--- config.mk ---
export PLATFORM = sky130hd
export DESIGN_NAME = region_decoder_flat
export DESIGN_NICKNAME = d
export VERILOG_FILES = /design/src/logic/bus_pkg.sv /design/src/logic/bus_req_if.sv /design/src/logic/region_decoder.sv /design/src/flat_wrapper.sv
export SDC_FILE = /design/constraint.sdc
export NUM_CORES = 1
export LEC_CHECK = 0
export CORE_AREA = 2 2 120 122
export CTS_CLUSTER_SIZE = 25
export DETAILED_ROUTE_END_ITERATION = 10
export DIE_AREA = 0 0 122 124
export DONT_BUFFER_PORTS = 1
export PLACE_DENSITY = 0.31
export SETUP_SLACK_MARGIN = 0.2
export SYNTH_ARGS = -nofsm -noshare
export SYNTH_HDL_FRONTEND = slang
export SYNTH_SLANG_ARGS = --single-unit
export TNS_END_PERCENT = 50
--- constraint.sdc ---
create_clock -name clk -period 3 [get_ports clk]
set_input_delay 0.6 -clock clk [delete_from_list [all_inputs] [get_ports clk]]
set_output_delay 0.6 -clock clk [all_outputs]
set_load 0.01 [all_outputs]
--- src/logic/bus_pkg.sv ---
package bus_pkg;

    // Bus address and data word
    typedef logic [31:0] addr_t;
    typedef logic [31:0] data_t;

    // One write enable per data byte
    typedef logic [3:0] strb_t;

    // Region index, the top nibble of the address
    typedef logic [3:0] region_t;

    // DDS frequency word and phase accumulator
    typedef logic [31:0] phase_t;

    // One wave sample per channel
    typedef logic [7:0] sample_t;

    // Address map
    localparam region_t MEM_REGION = 4'h0;
    localparam region_t DDS_REGION = 4'h2;

    // Read data that goes out with an error response
    localparam data_t BUS_ERR_DATA = 32'hDEAD_BEEF;

    // Bytes per word
    localparam int WORD_BYTES = 4;

    // First address bit above the byte offset
    localparam int WORD_LSB = $clog2(WORD_BYTES);

    // First address bit of the region nibble
    localparam int REGION_LSB = $bits(addr_t) - $bits(region_t);

endpackage

--- src/logic/bus_req_if.sv ---
`timescale 1ns/1ps

interface bus_req_if (
    input logic clk
);
    import bus_pkg::*;

    // Request side, one-cycle strobe
    logic  req;
    logic  write;
    addr_t addr;
    data_t wdata;
    strb_t strb;

    // Response side, one-cycle strobe
    logic  rsp_valid;
    data_t rdata;
    logic  err;

    // Issues requests and takes responses
    modport master (
        input  clk,
        output req, write, addr, wdata, strb,
        input  rsp_valid, rdata, err
    );

    // Takes requests and returns responses
    modport slave (
        input  clk,
        input  req, write, addr, wdata, strb,
        output rsp_valid, rdata, err
    );

endinterface

--- src/logic/region_decoder.sv ---
`timescale 1ns/1ps

module region_decoder (
    input logic       clk,
    input logic       rst_n,
    bus_req_if.slave  arb_bus,
    bus_req_if.master mem_bus,
    bus_req_if.master dds_bus
);
    import bus_pkg::*;

    // Where the current request goes
    typedef enum logic [1:0] {
        TGT_NONE,
        TGT_MEM,
        TGT_DDS,
        TGT_ERR
    } target_e;

    region_t region;
    target_e target;
    target_e target_q;

    assign region = arb_bus.addr[REGION_LSB +: $bits(region_t)];

    always_comb begin
        if (!arb_bus.req) begin
            target = TGT_NONE;
        end else if (region == MEM_REGION) begin
            target = TGT_MEM;
        end else if (region == DDS_REGION) begin
            target = TGT_DDS;
        end else begin
            target = TGT_ERR;
        end
    end

    // Strobe only to the selected slave
    assign mem_bus.req = (target == TGT_MEM);
    assign dds_bus.req = (target == TGT_DDS);

    // Payload shared by both slaves
    assign mem_bus.write = arb_bus.write;
    assign mem_bus.addr  = arb_bus.addr;
    assign mem_bus.wdata = arb_bus.wdata;
    assign mem_bus.strb  = arb_bus.strb;
    assign dds_bus.write = arb_bus.write;
    assign dds_bus.addr  = arb_bus.addr;
    assign dds_bus.wdata = arb_bus.wdata;
    assign dds_bus.strb  = arb_bus.strb;

    // Target of last cycle lines up with the slave response
    always_ff @(posedge clk or negedge rst_n) begin
        if (!rst_n) begin
            target_q <= TGT_NONE;
        end else begin
            target_q <= target;
        end
    end

    always_comb begin
        case (target_q)
            TGT_MEM: begin
                arb_bus.rsp_valid = mem_bus.rsp_valid;
                arb_bus.rdata     = mem_bus.rdata;
                arb_bus.err       = mem_bus.err;
            end
            TGT_DDS: begin
                arb_bus.rsp_valid = dds_bus.rsp_valid;
                arb_bus.rdata     = dds_bus.rdata;
                arb_bus.err       = dds_bus.err;
            end
            // Unmapped region, no slave was touched
            TGT_ERR: begin
                arb_bus.rsp_valid = 1'b1;
                arb_bus.rdata     = BUS_ERR_DATA;
                arb_bus.err       = 1'b1;
            end
            default: begin
                arb_bus.rsp_valid = 1'b0;
                arb_bus.rdata     = '0;
                arb_bus.err       = 1'b0;
            end
        endcase
    end

endmodule

--- src/flat_wrapper.sv ---
// flat-port wrapper written by rule: the top's interface ports become plain ports
module region_decoder_flat import bus_pkg::*;
  (clk, rst_n, arb_bus_req, arb_bus_write, arb_bus_addr, arb_bus_wdata, arb_bus_strb, arb_bus_rsp_valid, arb_bus_rdata, arb_bus_err, mem_bus_req, mem_bus_write, mem_bus_addr, mem_bus_wdata, mem_bus_strb, mem_bus_rsp_valid, mem_bus_rdata, mem_bus_err, dds_bus_req, dds_bus_write, dds_bus_addr, dds_bus_wdata, dds_bus_strb, dds_bus_rsp_valid, dds_bus_rdata, dds_bus_err);
  bus_req_if arb_bus_i (.clk(clk));
  bus_req_if mem_bus_i (.clk(clk));
  bus_req_if dds_bus_i (.clk(clk));
  input logic clk;
  input logic rst_n;
  input wire logic [$bits(arb_bus_i.req)-1:0] arb_bus_req;
  input wire logic [$bits(arb_bus_i.write)-1:0] arb_bus_write;
  input wire logic [$bits(arb_bus_i.addr)-1:0] arb_bus_addr;
  input wire logic [$bits(arb_bus_i.wdata)-1:0] arb_bus_wdata;
  input wire logic [$bits(arb_bus_i.strb)-1:0] arb_bus_strb;
  output wire logic [$bits(arb_bus_i.rsp_valid)-1:0] arb_bus_rsp_valid;
  output wire logic [$bits(arb_bus_i.rdata)-1:0] arb_bus_rdata;
  output wire logic [$bits(arb_bus_i.err)-1:0] arb_bus_err;
  output wire logic [$bits(mem_bus_i.req)-1:0] mem_bus_req;
  output wire logic [$bits(mem_bus_i.write)-1:0] mem_bus_write;
  output wire logic [$bits(mem_bus_i.addr)-1:0] mem_bus_addr;
  output wire logic [$bits(mem_bus_i.wdata)-1:0] mem_bus_wdata;
  output wire logic [$bits(mem_bus_i.strb)-1:0] mem_bus_strb;
  input wire logic [$bits(mem_bus_i.rsp_valid)-1:0] mem_bus_rsp_valid;
  input wire logic [$bits(mem_bus_i.rdata)-1:0] mem_bus_rdata;
  input wire logic [$bits(mem_bus_i.err)-1:0] mem_bus_err;
  output wire logic [$bits(dds_bus_i.req)-1:0] dds_bus_req;
  output wire logic [$bits(dds_bus_i.write)-1:0] dds_bus_write;
  output wire logic [$bits(dds_bus_i.addr)-1:0] dds_bus_addr;
  output wire logic [$bits(dds_bus_i.wdata)-1:0] dds_bus_wdata;
  output wire logic [$bits(dds_bus_i.strb)-1:0] dds_bus_strb;
  input wire logic [$bits(dds_bus_i.rsp_valid)-1:0] dds_bus_rsp_valid;
  input wire logic [$bits(dds_bus_i.rdata)-1:0] dds_bus_rdata;
  input wire logic [$bits(dds_bus_i.err)-1:0] dds_bus_err;
  assign arb_bus_i.req = arb_bus_req;
  assign arb_bus_i.write = arb_bus_write;
  assign arb_bus_i.addr = arb_bus_addr;
  assign arb_bus_i.wdata = arb_bus_wdata;
  assign arb_bus_i.strb = arb_bus_strb;
  assign arb_bus_rsp_valid = arb_bus_i.rsp_valid;
  assign arb_bus_rdata = arb_bus_i.rdata;
  assign arb_bus_err = arb_bus_i.err;
  assign mem_bus_req = mem_bus_i.req;
  assign mem_bus_write = mem_bus_i.write;
  assign mem_bus_addr = mem_bus_i.addr;
  assign mem_bus_wdata = mem_bus_i.wdata;
  assign mem_bus_strb = mem_bus_i.strb;
  assign mem_bus_i.rsp_valid = mem_bus_rsp_valid;
  assign mem_bus_i.rdata = mem_bus_rdata;
  assign mem_bus_i.err = mem_bus_err;
  assign dds_bus_req = dds_bus_i.req;
  assign dds_bus_write = dds_bus_i.write;
  assign dds_bus_addr = dds_bus_i.addr;
  assign dds_bus_wdata = dds_bus_i.wdata;
  assign dds_bus_strb = dds_bus_i.strb;
  assign dds_bus_i.rsp_valid = dds_bus_rsp_valid;
  assign dds_bus_i.rdata = dds_bus_rdata;
  assign dds_bus_i.err = dds_bus_err;
  region_decoder u_core (.clk(clk), .rst_n(rst_n), .arb_bus(arb_bus_i), .mem_bus(mem_bus_i), .dds_bus(dds_bus_i));
endmodule
==> results.yml <==
status:
  outcome: "completed"
pwr:
  powerDensity_nw_per_um2: 413
  report.power.total_uw: 344
  vdd_drop_max_v: 0.000511
  power.leakage_uw: 0.000279
flow_run:
  cap_violations: 0
setup_path:
  worstSetupPathDepth: 3
  worstSetupStartpointType: "flop"
  critical_path.max_fanout: 52
  worst_ep_required_time_ps: 2400
  timing.critical_path.arrival_ps: 1520
  cpMaxStageDelayCell: "sky130_fd_sc_hd__buf_4"
  class_of_the_most_critical_setup_path: "flop to output port"
  critical_path_buf_inv_count: 1
  crit_path_cell_trace: "buf_4 > a21oi_1 > nor2_1"
  worst_path_largest_cell_delay_ps: 420
  crit_family: "buffers and inverters"
  critical_path.endpoint_type: "output port"
drt:
  detailroute.wirelength.met2_um: 1690
  m1WireLength_um: 1070
  avgRoutedWirePerCell_um: 13.7
  remaining_drc_errors: 0
  wirelength_um: 3880
  highest_layer: "met4"
  drt-pass1-iter-count: 3
  drtIter0Drc: 18
  num_vias: 814
  postRouteAntennaNets: 0
  viasPerCell: 2.89
  met3_wirelength_um: 754
global_routing:
  grt_first_pass_wirelength_um: 4840
  globalRouteTotalUtil_pct: 4.33
  grt_start_max_net_pins: 53
  antenna_found_initial: 0
  gr-total-overflow: 0
  grt_pass1_vias: 816
timing:
  final_period_minus_worst_setup_slack_ps: 2120
  timing.max_slew.rel_slack_pct: 67.1
  timing_worst_slew_pin_value_ps: 493
  final.period_utilization_pct: 70.6
  finalSetupViolCount: 0
  final_setup_slack_of_the_worst_path_ps: 883
  setup-tns-final_ps: 0
  grt_setup_unrepaired: "false"
  max_clock_freq_ghz: 0.472
  finalHoldViolCount: 0
  timing_max_transition_violations_final: 0
placement:
  place_congestion: 0.684
  placedCellCount: 278
  port_buffer_count: 0
  place_worst_setup_slack_ps: 1100
  post-dp-hpwl_um: 3310
clocking:
  post_cts_hold_buffer_count: 0
  clk_path_buf_depth: 2
  cts-root-buf: "sky130_fd_sc_hd__clkbuf_16"
  htree_levels: 1
  clock_sink_count: 2
  tritoncts: "yes"
  cts_buffers: 3
  cts-resized-gates: 0
  cts.repair_timing.setup_buffer_count: 0
  clock_transition_time_at_the_flip_flop_clock_pins_of_the_worst_setup_and_hold_paths_ps: 30
synth:
  yosysTopAreaCell: "sky130_fd_sc_hd__buf_4"
  yosysMostFrequentCell: "sky130_fd_sc_hd__buf_4"
  synth_warnings: 0
  netlist_area_before_placement_um2: 1610
  syn_avg_cell_area_um2: 6.61
  synthesis.nets: 384
  synth.top_cells.by_area: "sky130_fd_sc_hd__buf_4 64%, sky130_fd_sc_hd__nor2_1 12%, sky130_fd_sc_hd__a21oi_1 8.1%, sky130_fd_sc_hd__a22o_1 4.3%, sky130_fd_sc_hd__dfrtp_1 3.1%"
  synth.ff_latch_count: 2
  yosys.cell_types.count: 14
  synth_flop_cell: "sky130_fd_sc_hd__dfrtp_1"
  synth.top_cells.by_count: "138 x sky130_fd_sc_hd__buf_4, 52 x sky130_fd_sc_hd__nor2_1, 26 x sky130_fd_sc_hd__a21oi_1"
  synth_top_area_share_pct: 64.2
  synth_seq_area_share_pct: 3.10
  synthesis.instances: 244
  async_reset_ff_share_pct: 100
  synth_edf_count: 0
floorplan:
  floorplan.die.width_um: 122
  design.portCount: 314
  core_um2: 13700
  placement_rows: 43
  design.die.area_um2: 15100
  start_util_pct: 11.8
  dieHeight_um: 124
layout:
  layout_cells_sized_above_1_pct: 7.84
  fill_cells: 1633
  finish.utilization_pct: 6.06
  synthToLayoutAreaGrowth_pct: -48.4
  fin_nets: 243
  top_register: "u_core.target_q"
  ant_cells: 0
  largest_register_ff_count: 2
  finalNonFillerCells: 282
  largestRegisters: "u_core.target_q x2"
hold_path:
  min-delay-path-class: "input pin to async pin"
-- power breakdown --
group | internal [uW] | switching [uW] | leakage, uW
combinational | 31.2 | 74.3 | 0.000218
clock | 175 | 33.1 | 0.0000382
sequential | 29.0 | 1.26 | 0.0000226
total | 235 | 109 | 0.000279
-- path summary, 6_finish.rpt --
kind,from,end
max,u_core.target_q[0],arb_bus_rdata[1]
min,rst_n,u_core.target_q[0]
max in group asynchronous,rst_n,u_core.target_q[0]
min in group clk,arb_bus_addr[29],u_core.target_q[0]
-- placed cells by master, fill, tap and decap left out, drive strengths merged --
| cell type | count |
|---|---|
| a21boi | 1 |
| nor3 | 1 |
| dfrtp | 2 |
| clkbuf | 4 |
| and3 | 1 |
| a22o | 8 |
| a21oi | 26 |
| buf | 3 |
| and3b | 1 |
| nor2b | 2 |
| o41a | 1 |
| nor2 | 52 |
-- stage by stage --
| step | hold slack [ps] | area (um2) |
|---|---|---|
| 6_report | 73.9 | 832 |
| 5_1_grt | 66.0 | 832 |
| 4_1_cts | 70.2 | 832 |
| 3_3_place_gp | 305 | 753 |
| 2_1_floorplan | 304 | 1610 |
| 3_5_place_dp | 305 | 753 |
-- logic make-up after synthesis --
family                 count (synthesis)  synth area share (%)
DFF                                    2                  3.10
and+or+nand+nor                       57                  14.6
AOI/OAI and AO/OA                     36                  13.6
buffers and inverters                149                  68.8
-- layer usage --
layer	track usage, %	vias up
li1	-	350
met1	3.46	306
met2	6.88	115
met3	2.43	43
met4	5.24	0
met5	0	-
-- final cells by class --
cell class / count / area [um2] / share of cell area [%]
clock buffer: 4 / 78.8 / 9.47
multi-input combinational: 93 / 454 / 54.6
sequential: 2 / 51.3 / 6.17
tap: 180 / 225 / 27.1
timing repair buffer: 3 / 22.5 / 2.71
No activity file was read; power rests on OpenSTA's default activity.
