[src/logic/bus_pkg.sv]
package bus_pkg;

    // Bus address and data word
    typedef logic [31:0] addr_t;
    typedef logic [31:0] data_t;

    // One write enable per data byte
    typedef logic [3:0] strb_t;

    // Region index, the top nibble of the address
    typedef logic [3:0] region_t;

    // DDS frequency word and phase accumulator
    typedef logic [31:0] phase_t;

    // One wave sample per channel
    typedef logic [7:0] sample_t;

    // Address map
    localparam region_t MEM_REGION = 4'h0;
    localparam region_t DDS_REGION = 4'h2;

    // Read data that goes out with an error response
    localparam data_t BUS_ERR_DATA = 32'hDEAD_BEEF;

    // Bytes per word
    localparam int WORD_BYTES = 4;

    // First address bit above the byte offset
    localparam int WORD_LSB = $clog2(WORD_BYTES);

    // First address bit of the region nibble
    localparam int REGION_LSB = $bits(addr_t) - $bits(region_t);

endpackage

[src/logic/bus_req_if.sv]
`timescale 1ns/1ps

interface bus_req_if (
    input logic clk
);
    import bus_pkg::*;

    // Request side, one-cycle strobe
    logic  req;
    logic  write;
    addr_t addr;
    data_t wdata;
    strb_t strb;

    // Response side, one-cycle strobe
    logic  rsp_valid;
    data_t rdata;
    logic  err;

    // Issues requests and takes responses
    modport master (
        input  clk,
        output req, write, addr, wdata, strb,
        input  rsp_valid, rdata, err
    );

    // Takes requests and returns responses
    modport slave (
        input  clk,
        input  req, write, addr, wdata, strb,
        output rsp_valid, rdata, err
    );

endinterface

[src/logic/bus_arbiter.sv]
`timescale 1ns/1ps

module bus_arbiter (
    input logic      clk,
    input logic      rst_n,
    bus_req_if.slave m0_bus,
    bus_req_if.slave m1_bus,
    bus_req_if.master arb_bus
);
    import bus_pkg::*;

    localparam int MASTER_NUM = 2;

    // Live requests from both masters, index is the master number
    logic  [MASTER_NUM-1:0] in_req;
    logic  [MASTER_NUM-1:0] in_write;
    addr_t [MASTER_NUM-1:0] in_addr;
    data_t [MASTER_NUM-1:0] in_wdata;
    strb_t [MASTER_NUM-1:0] in_strb;

    // One-deep slot for a request that lost a tie
    logic  [MASTER_NUM-1:0] pend_valid;
    logic  [MASTER_NUM-1:0] pend_write;
    addr_t [MASTER_NUM-1:0] pend_addr;
    data_t [MASTER_NUM-1:0] pend_wdata;
    strb_t [MASTER_NUM-1:0] pend_strb;

    // Candidates, the pending slot takes priority over the live port
    logic  [MASTER_NUM-1:0] cand_valid;
    logic  [MASTER_NUM-1:0] cand_write;
    addr_t [MASTER_NUM-1:0] cand_addr;
    data_t [MASTER_NUM-1:0] cand_wdata;
    strb_t [MASTER_NUM-1:0] cand_strb;

    logic gnt;
    logic last_win;
    logic tag_q;
    logic rsp_tag;

    assign in_req   = {m1_bus.req,   m0_bus.req};
    assign in_write = {m1_bus.write, m0_bus.write};
    assign in_addr  = {m1_bus.addr,  m0_bus.addr};
    assign in_wdata = {m1_bus.wdata, m0_bus.wdata};
    assign in_strb  = {m1_bus.strb,  m0_bus.strb};

    always_comb begin
        for (int m = 0; m < MASTER_NUM; m++) begin
            cand_valid[m] = pend_valid[m] | in_req[m];
            cand_write[m] = pend_valid[m] ? pend_write[m] : in_write[m];
            cand_addr[m]  = pend_valid[m] ? pend_addr[m]  : in_addr[m];
            cand_wdata[m] = pend_valid[m] ? pend_wdata[m] : in_wdata[m];
            cand_strb[m]  = pend_valid[m] ? pend_strb[m]  : in_strb[m];
        end
    end

    // Round robin on a tie, otherwise whoever asks
    always_comb begin
        if (&cand_valid) begin
            gnt = ~last_win;
        end else begin
            gnt = cand_valid[1];
        end
    end

    always_ff @(posedge clk or negedge rst_n) begin
        if (!rst_n) begin
            arb_bus.req <= 1'b0;
            pend_valid  <= '0;
            last_win    <= 1'b1;
            tag_q       <= 1'b0;
            rsp_tag     <= 1'b0;
        end else begin
            arb_bus.req <= |cand_valid;
            // Pointer moves only on contention, so repeated ties alternate
            if (&cand_valid) begin
                last_win <= gnt;
            end
            // Loser waits one cycle in its slot
            for (int m = 0; m < MASTER_NUM; m++) begin
                pend_valid[m] <= cand_valid[m] && (int'(gnt) != m);
            end
            // Tag follows the request, then the fixed one-cycle slave latency
            tag_q   <= gnt;
            rsp_tag <= tag_q;
        end
    end

    // Request payload and pending payload
    always_ff @(posedge clk) begin
        arb_bus.write <= cand_write[gnt];
        arb_bus.addr  <= cand_addr[gnt];
        arb_bus.wdata <= cand_wdata[gnt];
        arb_bus.strb  <= cand_strb[gnt];
        for (int m = 0; m < MASTER_NUM; m++) begin
            if (cand_valid[m] && (int'(gnt) != m)) begin
                pend_write[m] <= cand_write[m];
                pend_addr[m]  <= cand_addr[m];
                pend_wdata[m] <= cand_wdata[m];
                pend_strb[m]  <= cand_strb[m];
            end
        end
    end

    // Response goes back to its owner
    assign m0_bus.rsp_valid = arb_bus.rsp_valid & ~rsp_tag;
    assign m1_bus.rsp_valid = arb_bus.rsp_valid & rsp_tag;
    assign m0_bus.err       = arb_bus.err & ~rsp_tag;
    assign m1_bus.err       = arb_bus.err & rsp_tag;
    assign m0_bus.rdata     = arb_bus.rdata;
    assign m1_bus.rdata     = arb_bus.rdata;

endmodule

[src/flat_wrapper.sv]
// flat-port wrapper written by rule: the top's interface ports become plain ports
module bus_arbiter_flat import bus_pkg::*;
  (clk, rst_n, m0_bus_req, m0_bus_write, m0_bus_addr, m0_bus_wdata, m0_bus_strb, m0_bus_rsp_valid, m0_bus_rdata, m0_bus_err, m1_bus_req, m1_bus_write, m1_bus_addr, m1_bus_wdata, m1_bus_strb, m1_bus_rsp_valid, m1_bus_rdata, m1_bus_err, arb_bus_req, arb_bus_write, arb_bus_addr, arb_bus_wdata, arb_bus_strb, arb_bus_rsp_valid, arb_bus_rdata, arb_bus_err);
  bus_req_if m0_bus_i (.clk(clk));
  bus_req_if m1_bus_i (.clk(clk));
  bus_req_if arb_bus_i (.clk(clk));
  input logic clk;
  input logic rst_n;
  input wire logic [$bits(m0_bus_i.req)-1:0] m0_bus_req;
  input wire logic [$bits(m0_bus_i.write)-1:0] m0_bus_write;
  input wire logic [$bits(m0_bus_i.addr)-1:0] m0_bus_addr;
  input wire logic [$bits(m0_bus_i.wdata)-1:0] m0_bus_wdata;
  input wire logic [$bits(m0_bus_i.strb)-1:0] m0_bus_strb;
  output wire logic [$bits(m0_bus_i.rsp_valid)-1:0] m0_bus_rsp_valid;
  output wire logic [$bits(m0_bus_i.rdata)-1:0] m0_bus_rdata;
  output wire logic [$bits(m0_bus_i.err)-1:0] m0_bus_err;
  input wire logic [$bits(m1_bus_i.req)-1:0] m1_bus_req;
  input wire logic [$bits(m1_bus_i.write)-1:0] m1_bus_write;
  input wire logic [$bits(m1_bus_i.addr)-1:0] m1_bus_addr;
  input wire logic [$bits(m1_bus_i.wdata)-1:0] m1_bus_wdata;
  input wire logic [$bits(m1_bus_i.strb)-1:0] m1_bus_strb;
  output wire logic [$bits(m1_bus_i.rsp_valid)-1:0] m1_bus_rsp_valid;
  output wire logic [$bits(m1_bus_i.rdata)-1:0] m1_bus_rdata;
  output wire logic [$bits(m1_bus_i.err)-1:0] m1_bus_err;
  output wire logic [$bits(arb_bus_i.req)-1:0] arb_bus_req;
  output wire logic [$bits(arb_bus_i.write)-1:0] arb_bus_write;
  output wire logic [$bits(arb_bus_i.addr)-1:0] arb_bus_addr;
  output wire logic [$bits(arb_bus_i.wdata)-1:0] arb_bus_wdata;
  output wire logic [$bits(arb_bus_i.strb)-1:0] arb_bus_strb;
  input wire logic [$bits(arb_bus_i.rsp_valid)-1:0] arb_bus_rsp_valid;
  input wire logic [$bits(arb_bus_i.rdata)-1:0] arb_bus_rdata;
  input wire logic [$bits(arb_bus_i.err)-1:0] arb_bus_err;
  assign m0_bus_i.req = m0_bus_req;
  assign m0_bus_i.write = m0_bus_write;
  assign m0_bus_i.addr = m0_bus_addr;
  assign m0_bus_i.wdata = m0_bus_wdata;
  assign m0_bus_i.strb = m0_bus_strb;
  assign m0_bus_rsp_valid = m0_bus_i.rsp_valid;
  assign m0_bus_rdata = m0_bus_i.rdata;
  assign m0_bus_err = m0_bus_i.err;
  assign m1_bus_i.req = m1_bus_req;
  assign m1_bus_i.write = m1_bus_write;
  assign m1_bus_i.addr = m1_bus_addr;
  assign m1_bus_i.wdata = m1_bus_wdata;
  assign m1_bus_i.strb = m1_bus_strb;
  assign m1_bus_rsp_valid = m1_bus_i.rsp_valid;
  assign m1_bus_rdata = m1_bus_i.rdata;
  assign m1_bus_err = m1_bus_i.err;
  assign arb_bus_req = arb_bus_i.req;
  assign arb_bus_write = arb_bus_i.write;
  assign arb_bus_addr = arb_bus_i.addr;
  assign arb_bus_wdata = arb_bus_i.wdata;
  assign arb_bus_strb = arb_bus_i.strb;
  assign arb_bus_i.rsp_valid = arb_bus_rsp_valid;
  assign arb_bus_i.rdata = arb_bus_rdata;
  assign arb_bus_i.err = arb_bus_err;
  bus_arbiter u_core (.clk(clk), .rst_n(rst_n), .m0_bus(m0_bus_i), .m1_bus(m1_bus_i), .arb_bus(arb_bus_i));
endmodule
[config.mk]
export PLATFORM = sky130hd
export DESIGN_NAME = bus_arbiter_flat
export DESIGN_NICKNAME = d
export VERILOG_FILES = /design/src/logic/bus_pkg.sv /design/src/logic/bus_req_if.sv /design/src/logic/bus_arbiter.sv /design/src/flat_wrapper.sv
export SDC_FILE = /design/constraint.sdc
export NUM_CORES = 1
export LEC_CHECK = 0
export ABC_AREA = 1
export ABC_CLOCK_PERIOD_IN_PS = 7000
export BUFFER_PORTS_ARGS = -buffer_cell sky130_fd_sc_hd__buf_2
export CORE_MARGIN = 1.5
export CORE_UTILIZATION = 54
export DETAILED_ROUTE_END_ITERATION = 6
export HOLD_SLACK_MARGIN = 0.08
export PLACE_DENSITY = 0.86
export RECOVER_POWER = 25
export SYNTH_ARGS = -nofsm -noshare
export SYNTH_HDL_FRONTEND = slang
export SYNTH_SLANG_ARGS = --single-unit
[constraint.sdc]
create_clock -name clk -period 7 [get_ports clk]
set_input_delay 1.05 -clock clk [delete_from_list [all_inputs] [get_ports clk]]
set_output_delay 1.05 -clock clk [all_outputs]
set_load 0.02 [all_outputs]
==> impl_metrics.sql <==
INSERT INTO impl_metrics (metric_group, metric, value, unit) VALUES
('outcome', 'outcome', 'finished, violations left', ''),
('outcome', 'failed_checks', 'capacitance limit, slew limit', ''),
('logic_synthesis', 'ys_warn_count', '0', ''),
('pwr', 'power.share.sequential', '0.432', ''),
('timing', 'final.hold.worst_slack', '362', 'ps'),
('critical_path', 'timing.critical_path.required', '7420', 'ps'),
('finish', 'final_cell_count_no_fill', '1337', ''),
('critical_path', 'cp-startpoint', 'u_core.pend_valid[0]$_DFF_PN0_', ''),
('detailed_routing', 'drtPass1Iterations', '5', ''),
('timing', 'finClkSkew', '9.58', 'ps'),
('logic_synthesis', 'post_synth_inst_count', '965', ''),
('placed_design', 'postPlaceCellArea', '0.00956', 'mm^2'),
('timing', 'totalNegativeSetupSlack', '0', 'ps'),
('critical_path', 'critPathCaptureType', 'flop', ''),
('critical_path', 'path_delay_family', 'buffers and inverters', ''),
('timing', 'timing.max_slew.rel_slack', '-1.06', ''),
('timing', 'final-max-slew-violation-count', '141', ''),
('critical_path', 'timing.critical_path.slowest_stage_cell', 'sky130_fd_sc_hd__clkbuf_1', ''),
('global_route', 'wire_length_of_the_first_global_routing_pass', '29000', 'um'),
('logic_synthesis', 'synthesis.area_per_instance', '9.13', 'um^2'),
('cts', 'cts-buffers-inserted', '22', ''),
('die', 'die_w', '131', 'um'),
('pwr', 'total_power_divided_by_cell_area', '434', 'mW/mm^2'),
('global_route', 'via_count_of_the_first_global_routing_pass', '6230', ''),
('logic_synthesis', 'yosys_most_used_dff', 'sky130_fd_sc_hd__edfxtp_1', ''),
('cts', 'cts.path.max_buffers', '3', ''),
('critical_path', 'worstSetupEndpoint', 'u_core.arb_bus.wdata[28]$_DFF_P_', ''),
('die', 'dieArea', '0.0171', 'mm^2'),
('finish', 'finalNetCount', '1281', ''),
('timing', 'fmaxAchievable', '256', 'MHz'),
('logic_synthesis', 'ys_seq_area_frac', '0.645', ''),
('detailed_routing', 'detail_route.vias_per_cell', '4.91', ''),
('global_route', 'maximum_number_of_pins_on_one_net_before_global_route_repair', '72', ''),
('critical_path', 'worstSetupPathType', 'reg2reg', ''),
('timing', 'finalCritPeriodShare', '0.558', ''),
('detailed_routing', 'drt.antenna.violating_nets', '0', ''),
('cts', 'tritoncts', 'yes', ''),
('placed_design', 'detailedPlacementHpwl', '11900', 'um'),
('critical_path', 'worst-path-stages', '7', ''),
('critical_path', 'crit_fanout', '71', ''),
('die', 'io_pins', '314', ''),
('timing', 'finalSetupViolCount', '0', ''),
('critical_path', 'cp.arrival', '4330', 'ps'),
('logic_synthesis', 'most_common_cell_in_the_netlist', 'sky130_fd_sc_hd__nand2_1', ''),
('flow_run', 'max_cap_violations', '2', ''),
('finish', 'diodes_inserted', '0', ''),
('finish', 'area.sequential', '0.00568', 'mm^2'),
('global_route', 'antenna_found_initial', '0', ''),
('cts', 'clock-sinks', '213', ''),
('min_path', 'worst_min_delay_path_class', 'reg2reg', ''),
('finish', 'final_layout_size_suffix_gt1_frac', '0.194', ''),
('critical_path', 'timing.critical_path.cells', 'buf_4, inv_1, nand2_1, a21oi_4, clkbuf_1, nand2_1, nand2_1', ''),
('pwr', 'swShare', '0.345', ''),
('logic_synthesis', 'netlist_area', '0.00881', 'mm^2'),
('logic_synthesis', 'syn_nets', '1141', ''),
('timing', 'timing.final.hold_violations', '0', ''),
('logic_synthesis', 'asyncSetResetFlopFracSynth', '0.0282', ''),
('cts', 'clkSlewWorstSetupHoldPaths', '60', 'ps'),
('finish', 'layout.cell_area.non_filler', '0.0103', 'mm^2'),
('die', 'fp.coreArea', '0.0159', 'mm^2'),
('finish', 'multi_input_area', '0.00244', 'mm^2'),
('pwr', 'irDropWorstVdd', '0.215', 'mV'),
('cts', 'cts.repair_timing.setup_buffer_count', '0', ''),
('logic_synthesis', 'yosys.area.top_type_share', '0.471', ''),
('pwr', 'power.net_switching', '1.53', 'mW'),
('detailed_routing', 'routed-via-count', '6566', ''),
('logic_synthesis', 'synth_common_cells', 'sky130_fd_sc_hd__nand2_1 (626), sky130_fd_sc_hd__edfxtp_1 (138), sky130_fd_sc_hd__dfxtp_1 (69)', ''),
('timing', 'timing.final.ws_setup', '3090', 'ps'),
('detailed_routing', 'drc', '0', ''),
('critical_path', 'timing.rr.start', 'u_core.pend_valid[0]$_DFF_PN0_', ''),
('detailed_routing', 'routed_wirelength', '19300', 'um');
==> routing by layer <==
layer | up-vias | wire length, um | GRT usage
li1 | 3236 | - | -
met1 | 3015 | 7990 | 0.266
met2 | 273 | 9570 | 0.386
met3 | 42 | 1280 | 0.0375
met4 | 0 | 418 | 0.0776
met5 | - | 0 | 0
==> state kept, by name, indices dropped and copies added (netlist names) <==
register / count
u_core.arb_bus.write: 1
u_core.pend_strb: 8
u_core.arb_bus.addr: 32
u_core.pend_write: 2
u_core.pend_wdata: 64
u_core.last_win: 1
u_core.arb_bus.strb: 4
u_core.arb_bus.wdata: 32
u_core.pend_valid: 2
u_core.tag_q: 1
u_core.pend_addr: 64
u_core.arb_bus.req: 1
u_core.rsp_tag: 1
==> layout make-up <==
cell class,instances,share of cell area
clock buffers,32,0.0624
multi-input cells,635,0.238
clock inverters,8,0.0117
flip-flops and latches,213,0.554
inverters,9,0.00330
repair buffers,224,0.105
well taps,216,0.0264
==> through the flow <==
| stage | utilization | power [mW] |
|---|---|---|
| after floorplan | - | 2.89 |
| after global placement | 0.602 | 3.22 |
| after detailed placement | 0.602 | 3.27 |
| after CTS | 0.649 | 4.49 |
| after global routing | 0.645 | 4.68 |
| final | 0.645 | 4.45 |
==> cell usage in the layout, fill, tap and decap left out, drive strengths merged <==
master      n
dfxtp      69
clkinv      3
dfstp       1
inv        10
edfxtp    138
buf       176
bufinv      3
nand2     626
xor2        1
nor2        6
clkinvlp    1
dfrtp       5
a21oi       1
clkbuf     80
o21ai       1
==> power by group through the flow <==
| stage | combinational, mW | clock, mW | sequential, mW |
|---|---|---|---|
| global route | 1.46 | 1.27 | 1.95 |
| detailed placement | 1.33 | 0 | 1.94 |
| floorplan | 0.704 | 0 | 2.19 |
| finish | 1.31 | 1.21 | 1.92 |
| global placement | 1.29 | 0 | 1.93 |
| CTS | 1.34 | 1.22 | 1.92 |
==> how the worst min path moves through the flow <==
stage,depth (start not counted),to,slack (ps),startpoint
final,0,u_core.rsp_tag$_DFF_PN0_,360,u_core.tag_q$_DFF_PN0_
after global routing,0,u_core.rsp_tag$_DFF_PN0_,370,u_core.tag_q$_DFF_PN0_
after CTS,1,u_core.arb_bus.req$_DFF_PN0_,370,rst_n
after detailed placement,0,u_core.rsp_tag$_DFF_PN0_,340,u_core.tag_q$_DFF_PN0_
after global placement,0,u_core.rsp_tag$_DFF_PN0_,330,u_core.tag_q$_DFF_PN0_
after floorplan,0,u_core.rsp_tag$_DFF_PN0_,330,u_core.tag_q$_DFF_PN0_
==> kinds of logic (layout without fill, tap and decap cells) <==
| group | Yosys count | after routing | share of synthesized area |
|---|---|---|---|
| buf+inv | 117 | 273 | 0.0821 |
| xor+xnor | 1 | 1 | 0.000995 |
| compound gates | 2 | 2 | 0.00199 |
| simple gates | 632 | 632 | 0.270 |
| flops | 213 | 213 | 0.645 |
Note: power is estimated with default switching activity, not from simulation.
