<file path="src/logic/bus_pkg.sv">
package bus_pkg;

    // Bus address and data word
    typedef logic [31:0] addr_t;
    typedef logic [31:0] data_t;

    // One write enable per data byte
    typedef logic [3:0] strb_t;

    // Region index, the top nibble of the address
    typedef logic [3:0] region_t;

    // DDS frequency word and phase accumulator
    typedef logic [31:0] phase_t;

    // One wave sample per channel
    typedef logic [7:0] sample_t;

    // Address map
    localparam region_t MEM_REGION = 4'h0;
    localparam region_t DDS_REGION = 4'h2;

    // Read data that goes out with an error response
    localparam data_t BUS_ERR_DATA = 32'hDEAD_BEEF;

    // Bytes per word
    localparam int WORD_BYTES = 4;

    // First address bit above the byte offset
    localparam int WORD_LSB = $clog2(WORD_BYTES);

    // First address bit of the region nibble
    localparam int REGION_LSB = $bits(addr_t) - $bits(region_t);

endpackage

</file>
<file path="src/logic/bus_req_if.sv">
`timescale 1ns/1ps

interface bus_req_if (
    input logic clk
);
    import bus_pkg::*;

    // Request side, one-cycle strobe
    logic  req;
    logic  write;
    addr_t addr;
    data_t wdata;
    strb_t strb;

    // Response side, one-cycle strobe
    logic  rsp_valid;
    data_t rdata;
    logic  err;

    // Issues requests and takes responses
    modport master (
        input  clk,
        output req, write, addr, wdata, strb,
        input  rsp_valid, rdata, err
    );

    // Takes requests and returns responses
    modport slave (
        input  clk,
        input  req, write, addr, wdata, strb,
        output rsp_valid, rdata, err
    );

endinterface

</file>
<file path="src/logic/dds_slave.sv">
`timescale 1ns/1ps

module dds_slave #(
    parameter int CHANNEL_NUM = 2
) (
    input  logic                              clk,
    input  logic                              rst_n,
    bus_req_if.slave                          bus,
    output bus_pkg::sample_t [CHANNEL_NUM-1:0] wave_out
);
    import bus_pkg::*;

    // Frequency word and phase per channel
    phase_t [CHANNEL_NUM-1:0] freq;
    phase_t [CHANNEL_NUM-1:0] phase;

    // Word offset inside the region
    addr_t word_off;
    data_t rd_word;

    assign word_off = addr_t'(bus.addr[REGION_LSB-1:WORD_LSB]);

    always_ff @(posedge clk or negedge rst_n) begin
        if (!rst_n) begin
            freq  <= '0;
            phase <= '0;
        end else begin
            for (int k = 0; k < CHANNEL_NUM; k++) begin
                // Accumulator runs every cycle
                phase[k] <= phase[k] + freq[k];
                // Byte-strobed write of the frequency word
                if (bus.req && bus.write && (word_off == addr_t'(k))) begin
                    for (int b = 0; b < WORD_BYTES; b++) begin
                        if (bus.strb[b]) begin
                            freq[k][8*b +: 8] <= bus.wdata[8*b +: 8];
                        end
                    end
                end
            end
        end
    end

    // Readback, offsets past the last channel read zero
    always_comb begin
        rd_word = '0;
        for (int k = 0; k < CHANNEL_NUM; k++) begin
            if (word_off == addr_t'(k)) begin
                rd_word = freq[k];
            end
        end
    end

    always_ff @(posedge clk or negedge rst_n) begin
        if (!rst_n) begin
            bus.rsp_valid <= 1'b0;
        end else begin
            bus.rsp_valid <= bus.req;
        end
    end

    always_ff @(posedge clk) begin
        if (bus.req) begin
            bus.rdata <= bus.write ? '0 : rd_word;
        end
    end

    assign bus.err = 1'b0;

    // Sample is the top byte of the phase
    always_comb begin
        for (int k = 0; k < CHANNEL_NUM; k++) begin
            wave_out[k] = phase[k][$bits(phase_t)-1 -: $bits(sample_t)];
        end
    end

endmodule

</file>
<file path="src/flat_wrapper.sv">
// flat-port wrapper written by rule: the top's interface ports become plain ports
module dds_slave_flat import bus_pkg::*;
#(
    parameter int CHANNEL_NUM = 2
)
  (clk, rst_n, wave_out, bus_req, bus_write, bus_addr, bus_wdata, bus_strb, bus_rsp_valid, bus_rdata, bus_err);
  bus_req_if bus_i (.clk(clk));
  input  logic clk;
  input  logic rst_n;
  output bus_pkg::sample_t [CHANNEL_NUM-1:0] wave_out;
  input wire logic [$bits(bus_i.req)-1:0] bus_req;
  input wire logic [$bits(bus_i.write)-1:0] bus_write;
  input wire logic [$bits(bus_i.addr)-1:0] bus_addr;
  input wire logic [$bits(bus_i.wdata)-1:0] bus_wdata;
  input wire logic [$bits(bus_i.strb)-1:0] bus_strb;
  output wire logic [$bits(bus_i.rsp_valid)-1:0] bus_rsp_valid;
  output wire logic [$bits(bus_i.rdata)-1:0] bus_rdata;
  output wire logic [$bits(bus_i.err)-1:0] bus_err;
  assign bus_i.req = bus_req;
  assign bus_i.write = bus_write;
  assign bus_i.addr = bus_addr;
  assign bus_i.wdata = bus_wdata;
  assign bus_i.strb = bus_strb;
  assign bus_rsp_valid = bus_i.rsp_valid;
  assign bus_rdata = bus_i.rdata;
  assign bus_err = bus_i.err;
  dds_slave #(.CHANNEL_NUM(CHANNEL_NUM)) u_core (.clk(clk), .rst_n(rst_n), .bus(bus_i), .wave_out(wave_out));
endmodule
</file>
<file path="config.mk">
export PLATFORM = sky130hd
export DESIGN_NAME = dds_slave_flat
export DESIGN_NICKNAME = d
export VERILOG_FILES = /design/src/logic/bus_pkg.sv /design/src/logic/bus_req_if.sv /design/src/logic/dds_slave.sv /design/src/flat_wrapper.sv
export SDC_FILE = /design/constraint.sdc
export NUM_CORES = 1
export LEC_CHECK = 0
export BUFFER_PORTS_ARGS = -buffer_cell sky130_fd_sc_hd__clkbuf_2
export CAP_MARGIN = 30
export CORE_MARGIN = 10
export CORE_UTILIZATION = 55
export CTS_CLUSTER_SIZE = 30
export DETAILED_ROUTE_END_ITERATION = 16
export GPL_TIMING_DRIVEN = 0
export PLACE_DENSITY = 0.85
export SYNTH_ARGS = -nofsm -noshare
export SYNTH_HDL_FRONTEND = slang
export SYNTH_SLANG_ARGS = --single-unit
</file>
<file path="constraint.sdc">
create_clock -name clk -period 3.92 [get_ports clk]
set_clock_uncertainty 0.1 [all_clocks]
set_input_delay 0.588 -clock clk [delete_from_list [all_inputs] [get_ports clk]]
set_output_delay 0.588 -clock clk [all_outputs]
set_load 0.02 [all_outputs]
</file>
==> results of run 1 <==
## area by class of cell
class,count,area share
inverters,15,0.00528
flip-flops and latches,161,0.393
diodes,1,0.000235
repair buffers,115,0.0574
clock inverters,12,0.0214
clock buffers,20,0.0439
multi-input cells,620,0.434
plain buffers,39,0.0197
well taps,216,0.0253
## worst register-to-register path: stages, from the launching register on
cell and delay, ns:
dfrtp_1 0.42, ha_1 0.23, fa_1 0.46, a21o_1 0.20
a21oi_1 0.32, o21ai_1 0.21, a41o_1 0.31, a211oi_1 0.56
o21ai_0 0.28, xor2_1 0.20
## cells in the mapped netlist, types with 10 or more instances
cell type  count  area [µm²]
nor2_1        69         259
nand2_1       45         169
xnor2_1       36         315
nor3_1        10        50.1
dfrtp_1      129        3230
o21ai_0       31         155
xor2_1        18         158
and3_1        12        75.1
nand4_1       13        81.3
nand3_1       23         115
a21o_1        37         278
inv_1         15        56.3
mux2_2        64         721
edfxtp_1      32         961
ha_1          62         776
buf_4         17         128
mux2i_1       32         320
clkbuf_1      21        78.8
a21oi_1       60         300
## metal layers
metal | global-route usage | vias to the layer above | part of all wire | wire length, µm
met1 | 0.262 | 3642 | 0.39 | 9500
met4 | 0.0917 | 0 | 0.033 | 803
met3 | 0.0431 | 57 | 0.066 | 1620
met2 | 0.383 | 340 | 0.51 | 12600
met5 | 0 | - | 0 | 0
li1 | - | 3363 | - | -
## worst paths after layout
| kind | to | slack [ns] | depth (start not counted) |
|---|---|---|---|
| max | u_core.wave_out[6] | 0.49 | 9 |
| min | u_core.freq[36] | 0.30 | 2 |
| max reg2reg | u_core.wave_out[6] | 0.49 | 9 |
| min reg2reg | u_core.phase[32] | 0.39 | 1 |
| max in group asynchronous | u_core.freq[28] | 2.46 | 3 |
| min in group asynchronous | u_core.phase[40] | 0.47 | 2 |
## repair_timing
item                       4_1_cts  5_1_grt
setup endpoints to repair        0        0
hold buffers                     1        0
hold endpoints to repair        15        0
## stage by stage
step           worst slack, ns  std cells  cell area, µm²   util
2_1_floorplan             1.16        835            9080      -
3_3_place_gp            0.0289       1164            9920  0.618
3_5_place_dp             0.701       1165            9950  0.620
4_1_cts                  0.612       1198           10700  0.664
5_1_grt                  0.428       1199           10700  0.664
6_report                 0.492       1199           10700  0.664
## cell families after synthesis
group	count (synthesis)
multiplexers	96
buffers and inverters	54
AND/OR/NAND/NOR	200
AO/OA/AOI/OAI	205
other	1
flip-flops	161
XOR/XNOR	54
adder cells (fa/ha/maj)	64
## registers in the layout, summed over array words and instances, names as in the netlist
signal,count
u_core.freq,64
u_core.phase,48
u_core.bus.rdata,32
u_core.wave_out,16
u_core.bus.rsp_valid,1
## power breakdown
part	total (mW)	switching [mW]	leakage [nW]	internal, mW
registers	1.73	0.00722	2.10	1.72
clock network	1.96	0.703	0.336	1.25
logic	0.146	0.0974	3.09	0.0484
==> qor.txt, run 1 <==
Async S/R FF share, synth = 0.801
Cell family with most CP delay = compound AO/OA/AOI/OAI gates
Adder-Cell Fraction of Synth Area = 0.0898
#FFs+latches synth = 161
Seq/Total Area, Yosys = 0.461
GRT Total Usage = 0.221
CTS buffer count = 17
Vias in the first global route = 7,295
RSZ-0062 raised after global routing = no
Nets = 1,105
Grt total ovfl = 0
FMAX = 292 MHz
Tmin final = 3.43 ns
Hold path start = bus_wdata[4]
Detailed Routing Iterations Pass 1 = 5
Main combinational cell family by area after synthesis = compound AO/OA/AOI/OAI gates
Vias = 7,402
Worst Setup End Kind = register
Filler Cells Inserted = 1,106
Worst hold slack = 0.303 ns
Clk Latency, worst-skew pair = 0.44 ns
Gate count after technology mapping = 835
Post-synthesis compound-gate area fraction = 0.149
Row Count = 46
Post-CTS Setup Inserts = 0
Final Setup Violations = 0
Simple logic cell fraction of the synthesized area = 0.104
Syn nets = 971
CTS max path bufs = 2
Full die area = 22,100 µm²
CP bufs+invs = 0
Post-Synth XOR/XNOR Area = 0.0521
Fraction of layout cells with a size suffix above 1 = 0.236
Design Power = 3.84 mW
DPL Wire Length = 17,300 µm
Outcome = completed
Initial antenna violation count = 1
RePlAce Congestion = 0.901
Final wirelength = 24,500 µm
CP Data Arrival Time = 3.62 ns
Cell variety after synth = 61
CTS Root Cell = clkbuf_16
Worst slew pin tran = 0.974 ns
Global-route wire length before repair = 38,600 µm
Worst vdd ir = 0.352 mV
Crit-path max cell delay = 0.56 ns
Final Hold Fails = 0
Initial Util = 0.566
PostCTS Resize Cnt = 0
Class of the worst hold path = input pin to register
Setup TNS = 0 ns
Crit-path max FO = 4
CTS clk-pin slew, worst paths = 0.07 ns
Layout area overhead = 17.4%
Crit path cell chain = ha_1 > fa_1 > a21o_1 > a21oi_1 > o21ai_1 > a41o_1 > a211oi_1 > o21ai_0 > xor2_1
Multiplexer area fraction after synthesis = 0.115
Post-synth EDFFs = 32
CTS Sinks = 161
Htree depth = 4
Routed length per instance = 20.4 µm
Placeable Area = 16,100 µm²
DR vias/cell = 6.17
Fin crit share = 0.874
Netlist Area Pre-Place = 9080 µm²
Commonest non-fill, non-tap cell in the layout = dfrtp_1
TritonCTS clock tree = done
Largest net degree at the start of global routing = 115
Worst R2R Start = u_core.freq[0]
Detailed Route Iter0 Violations = 567
Final-report max-slew violation count = 0
I/O pins = 122
WS Path Type = register to register
Synth warn = 0
DRC = 0
I/O Buffers = 113
Chip height = 149 µm
Synth Flop Type = dfrtp_1
Startpoint class of the critical path = register
Syn avg cell area = 10.9 µm²
Die width = 149 µm
Power Density = 360 nW/µm²
Sequential Area = 4190 µm²
Final ANT Viol Nets = 0
Worst setup startpoint = u_core.freq[0]
Slowest CP cell = a211oi_1
Pleak = 5.53 nW
Worst slew margin = 0.351
Commonest non-fill, non-tap cells in the layout = dfrtp_1 (129), clkbuf_2 (112), nor2_1 (69)
Max-cap violations = 0
WP data required = 4.11 ns
Multi-input logic area = 4630 µm²
Power figures use the tool's default switching activity.
==> run 2: changes to the inputs <==
--- a/config.mk
+++ b/config.mk
@@ -5,14 +5,14 @@
 export SDC_FILE = /design/constraint.sdc
 export NUM_CORES = 1
 export LEC_CHECK = 0
-export BUFFER_PORTS_ARGS = -buffer_cell sky130_fd_sc_hd__clkbuf_2
 export CAP_MARGIN = 30
 export CORE_MARGIN = 10
 export CORE_UTILIZATION = 55
 export CTS_CLUSTER_SIZE = 30
 export DETAILED_ROUTE_END_ITERATION = 16
+export DONT_BUFFER_PORTS = 1
 export GPL_TIMING_DRIVEN = 0
-export PLACE_DENSITY = 0.85
+export PLACE_DENSITY = 0.81
 export SYNTH_ARGS = -nofsm -noshare
 export SYNTH_HDL_FRONTEND = slang
 export SYNTH_SLANG_ARGS = --single-unit
==> constraint.sdc (replaced) <==
create_clock -name clk -period 3.1 [get_ports clk]
set_clock_uncertainty 0.1 [all_clocks]
set_input_delay 0.465 -clock clk [delete_from_list [all_inputs] [get_ports clk]]
set_output_delay 0.465 -clock clk [all_outputs]
set_load 0.02 [all_outputs]
==> qor.txt, run 2 (synthesis results as in run 1) <==
Outcome = complete, but fails checks
Failing checks = negative hold slack
DRC = 0 (unchanged)
Crit-path max FO = 4 (unchanged)
DPL Wire Length = 16,500 µm (-4.6%)
Top layer in use = met4
Final ANT Viol Nets = 0 (unchanged)
Layout area overhead = 10.8%
Final Setup Violations = 0 (unchanged)
Full die area = 22,100 µm² (unchanged)
DR vias/cell = 6.16 (-0.17%)
Vias = 6,693 (-9.6%)
RSZ-0062 raised after global routing = no
Detailed Route Iter0 Violations = 563 (-0.71%)
Class of the worst hold path = input pin to asynchronous set/reset pin
Routed length on met1 = 9240 µm (-2.7%)
Row Count = 46 (unchanged)
Grt total ovfl = 0 (unchanged)
Final Hold Fails = 129 (+129)
GRT Total Usage = 0.204 (-0.0171)
Crit-path max cell delay = 0.47 ns (-0.09 ns)
Nets = 993 (-10%)
Fin area = 10,100 µm² (-5.6%)
Sequential Area = 4190 µm² (unchanged)
Commonest non-fill, non-tap cells in the layout = dfrtp_1 (129), nor2_1 (69), mux2_2 (64)
Worst slew pin tran = 0.801 ns (-0.173 ns)
Worst hold slack = -0.371 ns (-0.674 ns)
Vias in the first global route = 6,527 (-11%)
# diodes = 0 (-1)
Worst Setup End Kind = register
Hold_buf cts = 1 (unchanged)
Met3 WL = 1460 µm (-9.9%)
Placeable Area = 16,100 µm² (unchanged)
Commonest non-fill, non-tap cell in the layout = dfrtp_1
CTS clk-pin slew, worst paths = 0.07 ns (about the same)
Global-route wire length before repair = 35,400 µm (-8.2%)
Pleak = 5.02 nW (-9.4%)
Dpl cell area = 9350 µm² (-6.0%)
Final Worst Setup Slack = 0.119 ns (-0.373 ns)
Crit path cell chain = ha_1 > fa_1 > a21o_1 > a21oi_1 > o21ai_1 > a41oi_1 > o41ai_2 > a31oi_1 > xnor2_1
Startpoint class of the critical path = register
Max-cap violations = 0 (unchanged)
I/O Buffers = 0 (-100%)
Multi-input logic area = 4700 µm² (+1.5%)
Slowest CP cell = a41oi_1
I/O pins = 122 (unchanged)
Chip height = 149 µm (unchanged)
CP Data Arrival Time = 3.24 ns (-0.38 ns)
Leading registers by flop count = u_core.freq x64, u_core.phase x48, u_core.bus.rdata x32
Final wirelength = 22,800 µm (-6.8%)
CTS max path bufs = 2 (unchanged)
Initial antenna violation count = 0 (-1)
Filler Cells Inserted = 1,175 (+6.2%)
CP bufs+invs = 0 (unchanged)
Reg-to-reg slack, setup = 0.12 ns (-0.37 ns)
Die width = 149 µm (unchanged)
Tmin final = 2.98 ns (-0.447 ns)
Fin crit share = 0.962 (+0.0872)
Worst vdd ir = 0.407 mV (+16%)
CTS Root Cell = clkbuf_16
CTS buffer count = 17 (unchanged)
WP data required = 3.36 ns (-0.75 ns)
WS Path Type = register to register
Max FFs per register = 64 (unchanged)
FMAX = 335 MHz (+15%)
RePlAce Congestion = 0.931 (+3.4%)
Detailed Routing Iterations Pass 1 = 5 (unchanged)
Clk Latency, worst-skew pair = 0.43 ns (about the same)
Htree depth = 4 (unchanged)
Power Density = 443 nW/µm² (+23%)
Routed length per instance = 21.0 µm (+2.9%)
Largest register by flop count = u_core.freq
TritonCTS clock tree = done
Fraction of layout cells with a size suffix above 1 = 0.148 (-0.0880)
Final-report max-slew violation count = 0 (unchanged)
Routed wl met2 = 11,200 µm (-11%)
Largest net degree at the start of global routing = 130 (+13%)
Initial Util = 0.566 (unchanged)
Cell family with most CP delay = compound AO/OA/AOI/OAI gates
CTS Sinks = 161 (unchanged)
Worst slew margin = 0.466 (+0.115)
Dpl ws = -0.0434 ns (-0.744 ns)
[run 2: routing by layer]
layer  global-route usage  vias up
li1                     -     3136
met1                0.246     3246
met2                0.340      257
met3               0.0446       54
met4               0.0951        0
met5                    0        -
[run 2: final cells by class]
cell class / instances / share of cell area
Inverter: 15 / 0.00559
Clock inverter: 14 / 0.0178
Multi-Input combinational cell: 620 / 0.467
Clock buffer: 18 / 0.0436
Tap cell: 216 / 0.0269
Sequential cell: 161 / 0.416
Buffer: 39 / 0.0209
Timing Repair Buffer: 3 / 0.00249
[run 2: where the power goes]
part           internal (mW)  total, mW  leakage [nW]  switching, mW
logic                 0.0141     0.0325          2.61         0.0184
clock network           1.30       2.20         0.299          0.903
registers               2.18       2.22          2.10         0.0429
[run 2: path summary, 6_finish.rpt]
path | startpoint | end | depth (start not counted)
min in group clk | bus_req | u_core.bus.rdata[28] | 0
worst max register to register | u_core.freq[0] | u_core.wave_out[4] | 9
worst max-delay path | u_core.freq[0] | u_core.wave_out[4] | 9
worst min-delay path | rst_n | u_core.phase[32] | 0
worst min register to register | u_core.phase[0] | u_core.phase[0] | 1
max in group asynchronous | rst_n | u_core.freq[61] | 0
[run 2: what timing repair did]
item                                   4_1_cts  5_1_grt
resized for setup                            2       10
setup endpoints to repair                    4        6
pin swaps                                    0        4
endpoints found under the hold margin      130      129
setup buffers                                0        2
[run 2: through the flow]
stage	hold WS [ns]	TNS (ns)	utilization	cells	power [mW]
finish	-0.371	0	0.627	1086	4.46
global route	-0.383	0	0.627	1086	4.56
floorplan	0.0694	0	-	835	2.28
detailed placement	0.0746	-0.0840	0.582	1051	2.30
CTS	-0.382	0	0.623	1084	4.48
global placement	0.0759	-0.0459	0.582	1051	2.30
==> run 3: changes to the inputs <==
--- a/config.mk
+++ b/config.mk
@@ -6,13 +6,15 @@
 export NUM_CORES = 1
 export LEC_CHECK = 0
 export CAP_MARGIN = 30
+export CELL_PAD_IN_SITES_DETAIL_PLACEMENT = 0
+export CELL_PAD_IN_SITES_GLOBAL_PLACEMENT = 1
 export CORE_MARGIN = 10
-export CORE_UTILIZATION = 55
+export CORE_UTILIZATION = 46
 export CTS_CLUSTER_SIZE = 30
 export DETAILED_ROUTE_END_ITERATION = 16
 export DONT_BUFFER_PORTS = 1
 export GPL_TIMING_DRIVEN = 0
-export PLACE_DENSITY = 0.81
+export PLACE_DENSITY = 0.85
 export SYNTH_ARGS = -nofsm -noshare
 export SYNTH_HDL_FRONTEND = slang
 export SYNTH_SLANG_ARGS = --single-unit
==> qor.txt, run 3 (synthesis results as in run 1) <==
Startpoint class of the critical path = register
WP data required = 3.32 ns (-0.04 ns)
Full die area = 25,800 µm² (+17%)
Placeable Area = 19,500 µm² (+21%)
Chip height = 161 µm (+8.1%)
Worst Reg-to-Reg Cells = 9 (unchanged)
Layout area overhead = 11.2%
Row Count = 51 (+11%)
RePlAce Congestion = 0.874 (-6.1%)
Largest net degree at the start of global routing = 130 (unchanged)
Dpl cell area = 9410 µm² (+0.66%)
Largest register by flop count = u_core.freq
CTS max path bufs = 2 (unchanged)
DR vias/cell = 5.68 (-7.9%)
DPL Wire Length = 16,300 µm (-0.68%)
Initial Util = 0.467 (-0.0989)
I/O Buffers = 0 (unchanged)
Pleak = 4.99 nW (-0.54%)
Commonest non-fill, non-tap cell in the layout = dfrtp_1
I/O pins = 122 (unchanged)
Final-report max-slew violation count = 0 (unchanged)
CTS Root Cell = clkbuf_16
Fraction of layout cells with a size suffix above 1 = 0.145 (-0.00345)
Die width = 161 µm (+8.1%)
Clk Latency, worst-skew pair = 0.43 ns (about the same)
Reg-to-reg slack, setup = 0.11 ns (about the same)
Fin crit share = 0.965 (+0.00392)
DRC = 0 (unchanged)
Outcome = complete, but fails checks
Routed length per instance = 19.4 µm (-7.7%)
Final Setup Violations = 0 (unchanged)
Top layer in use = met4
CTS buffer count = 17 (unchanged)
Met3 WL = 976 µm (-33%)
GRT Total Usage = 0.170 (-0.0342)
Routed wl met2 = 10,700 µm (-4.6%)
Final ANT Viol Nets = 0 (unchanged)
Failing checks = negative hold slack
Worst slew pin tran = 0.798 ns (-0.00267 ns)
CTS Sinks = 161 (unchanged)
WS Path Type = register to register
Worst hold slack = -0.370 ns (+0.000365 ns)
Worst slew margin = 0.466 (about the same)
Worst vdd ir = 0.315 mV (-23%)
Power Density = 439 nW/µm² (-0.88%)
Vias = 6,444 (-3.7%)
Detailed Route Iter0 Violations = 440 (-22%)
Leading registers by flop count = u_core.freq x64, u_core.phase x48, u_core.bus.rdata x32
Final Hold Fails = 129 (unchanged)
Tmin final = 2.99 ns (+0.0122 ns)
RSZ-0062 raised after global routing = no
Max-cap violations = 0 (unchanged)
Global-route wire length before repair = 34,600 µm (-2.3%)
CP Data Arrival Time = 3.21 ns (-0.03 ns)
Fin area = 10,100 µm² (+0.32%)
Worst Setup End Kind = register
Grt total ovfl = 0 (unchanged)
CTS clk-pin slew, worst paths = 0.07 ns (about the same)
TritonCTS clock tree = done
Commonest non-fill, non-tap cells in the layout = dfrtp_1 (129), nor2_1 (69), mux2_2 (64)
# diodes = 0 (unchanged)
Detailed Routing Iterations Pass 1 = 6 (+1)
Nets = 993 (unchanged)
Final wirelength = 22,000 µm (-3.5%)
RR Endpoint = u_core.wave_out[8]
FMAX = 334 MHz (-0.41%)
Routed length on met1 = 9850 µm (+6.7%)
Crit-path max FO = 5 (+1)
Htree depth = 4 (unchanged)
Initial antenna violation count = 0 (unchanged)
Vias in the first global route = 6,385 (-2.2%)
Max FFs per register = 64 (unchanged)
Hold_buf cts = 1 (unchanged)
Worst R2R Start = u_core.freq[32]
Class of the worst hold path = input pin to asynchronous set/reset pin
==> run 3: what timing repair did <==
item                                    in CTS  in global routing
pin swaps                                    0                  4
gates resized for setup                      2                  8
endpoints found under the hold margin      130                129
endpoints found under the setup margin       4                  8
buffers inserted                             0                  2
==> run 3: critical path, stage by stage, from the launching register on <==
cell and delay (ns):
dfrtp_1 0.42, ha_1 0.23, fa_2 0.35, a21o_1 0.22, a221oi_4 0.40, a2111oi_4 0.14, o31ai_2 0.26, nand2_1 0.11
or4_4 0.49, xor2_1 0.15
==> run 3: final cells by class <==
class | instances | area, µm²
sequential | 161 | 4190
clock buffer | 20 | 447
buffer | 39 | 210
fill | 1690 | 9370
tap | 265 | 332
inverter | 15 | 56.3
multi-input combinational | 620 | 4680
timing repair buffer | 3 | 25.0
clock inverter | 12 | 159
==> run 3: worst max-delay path by stage <==
stage                     cells after the start                   to       startpoint
final                                         9   u_core.wave_out[8]  u_core.freq[32]
after global routing                          9   u_core.wave_out[8]  u_core.freq[32]
after CTS                                     9  u_core.wave_out[14]  u_core.freq[32]
after detailed placement                      9   u_core.wave_out[6]   u_core.freq[0]
after global placement                        9   u_core.wave_out[6]   u_core.freq[0]
after floorplan                               9   u_core.wave_out[8]  u_core.freq[32]
==> run 3: power breakdown <==
| part | switching (mW) | internal (mW) | total [mW] |
|---|---|---|---|
| Sequential | 0.0426 | 2.18 | 2.22 |
| Combinational | 0.0176 | 0.0140 | 0.0317 |
| Clock | 0.889 | 1.29 | 2.18 |
| Total | 0.950 | 3.49 | 4.44 |
==> run 3: layer usage <==
layer	vias up	GRT usage
li1	3130	-
met1	3142	0.213
met2	145	0.278
met3	27	0.0386
met4	0	0.0672
met5	-	0
==> run 3: stage by stage <==
step,power (mW),TNS (ns),setup WS (ns),cells,util
6_report,4.44,0,0.107,1135,0.519
5_1_grt,4.56,0,0.0129,1135,0.519
4_1_cts,4.47,0,0.0151,1133,0.516
3_5_place_dp,2.30,-0.293,-0.127,1100,0.484
3_3_place_gp,2.30,-0.330,-0.144,1100,0.484
2_1_floorplan,2.28,0,0.339,835,-
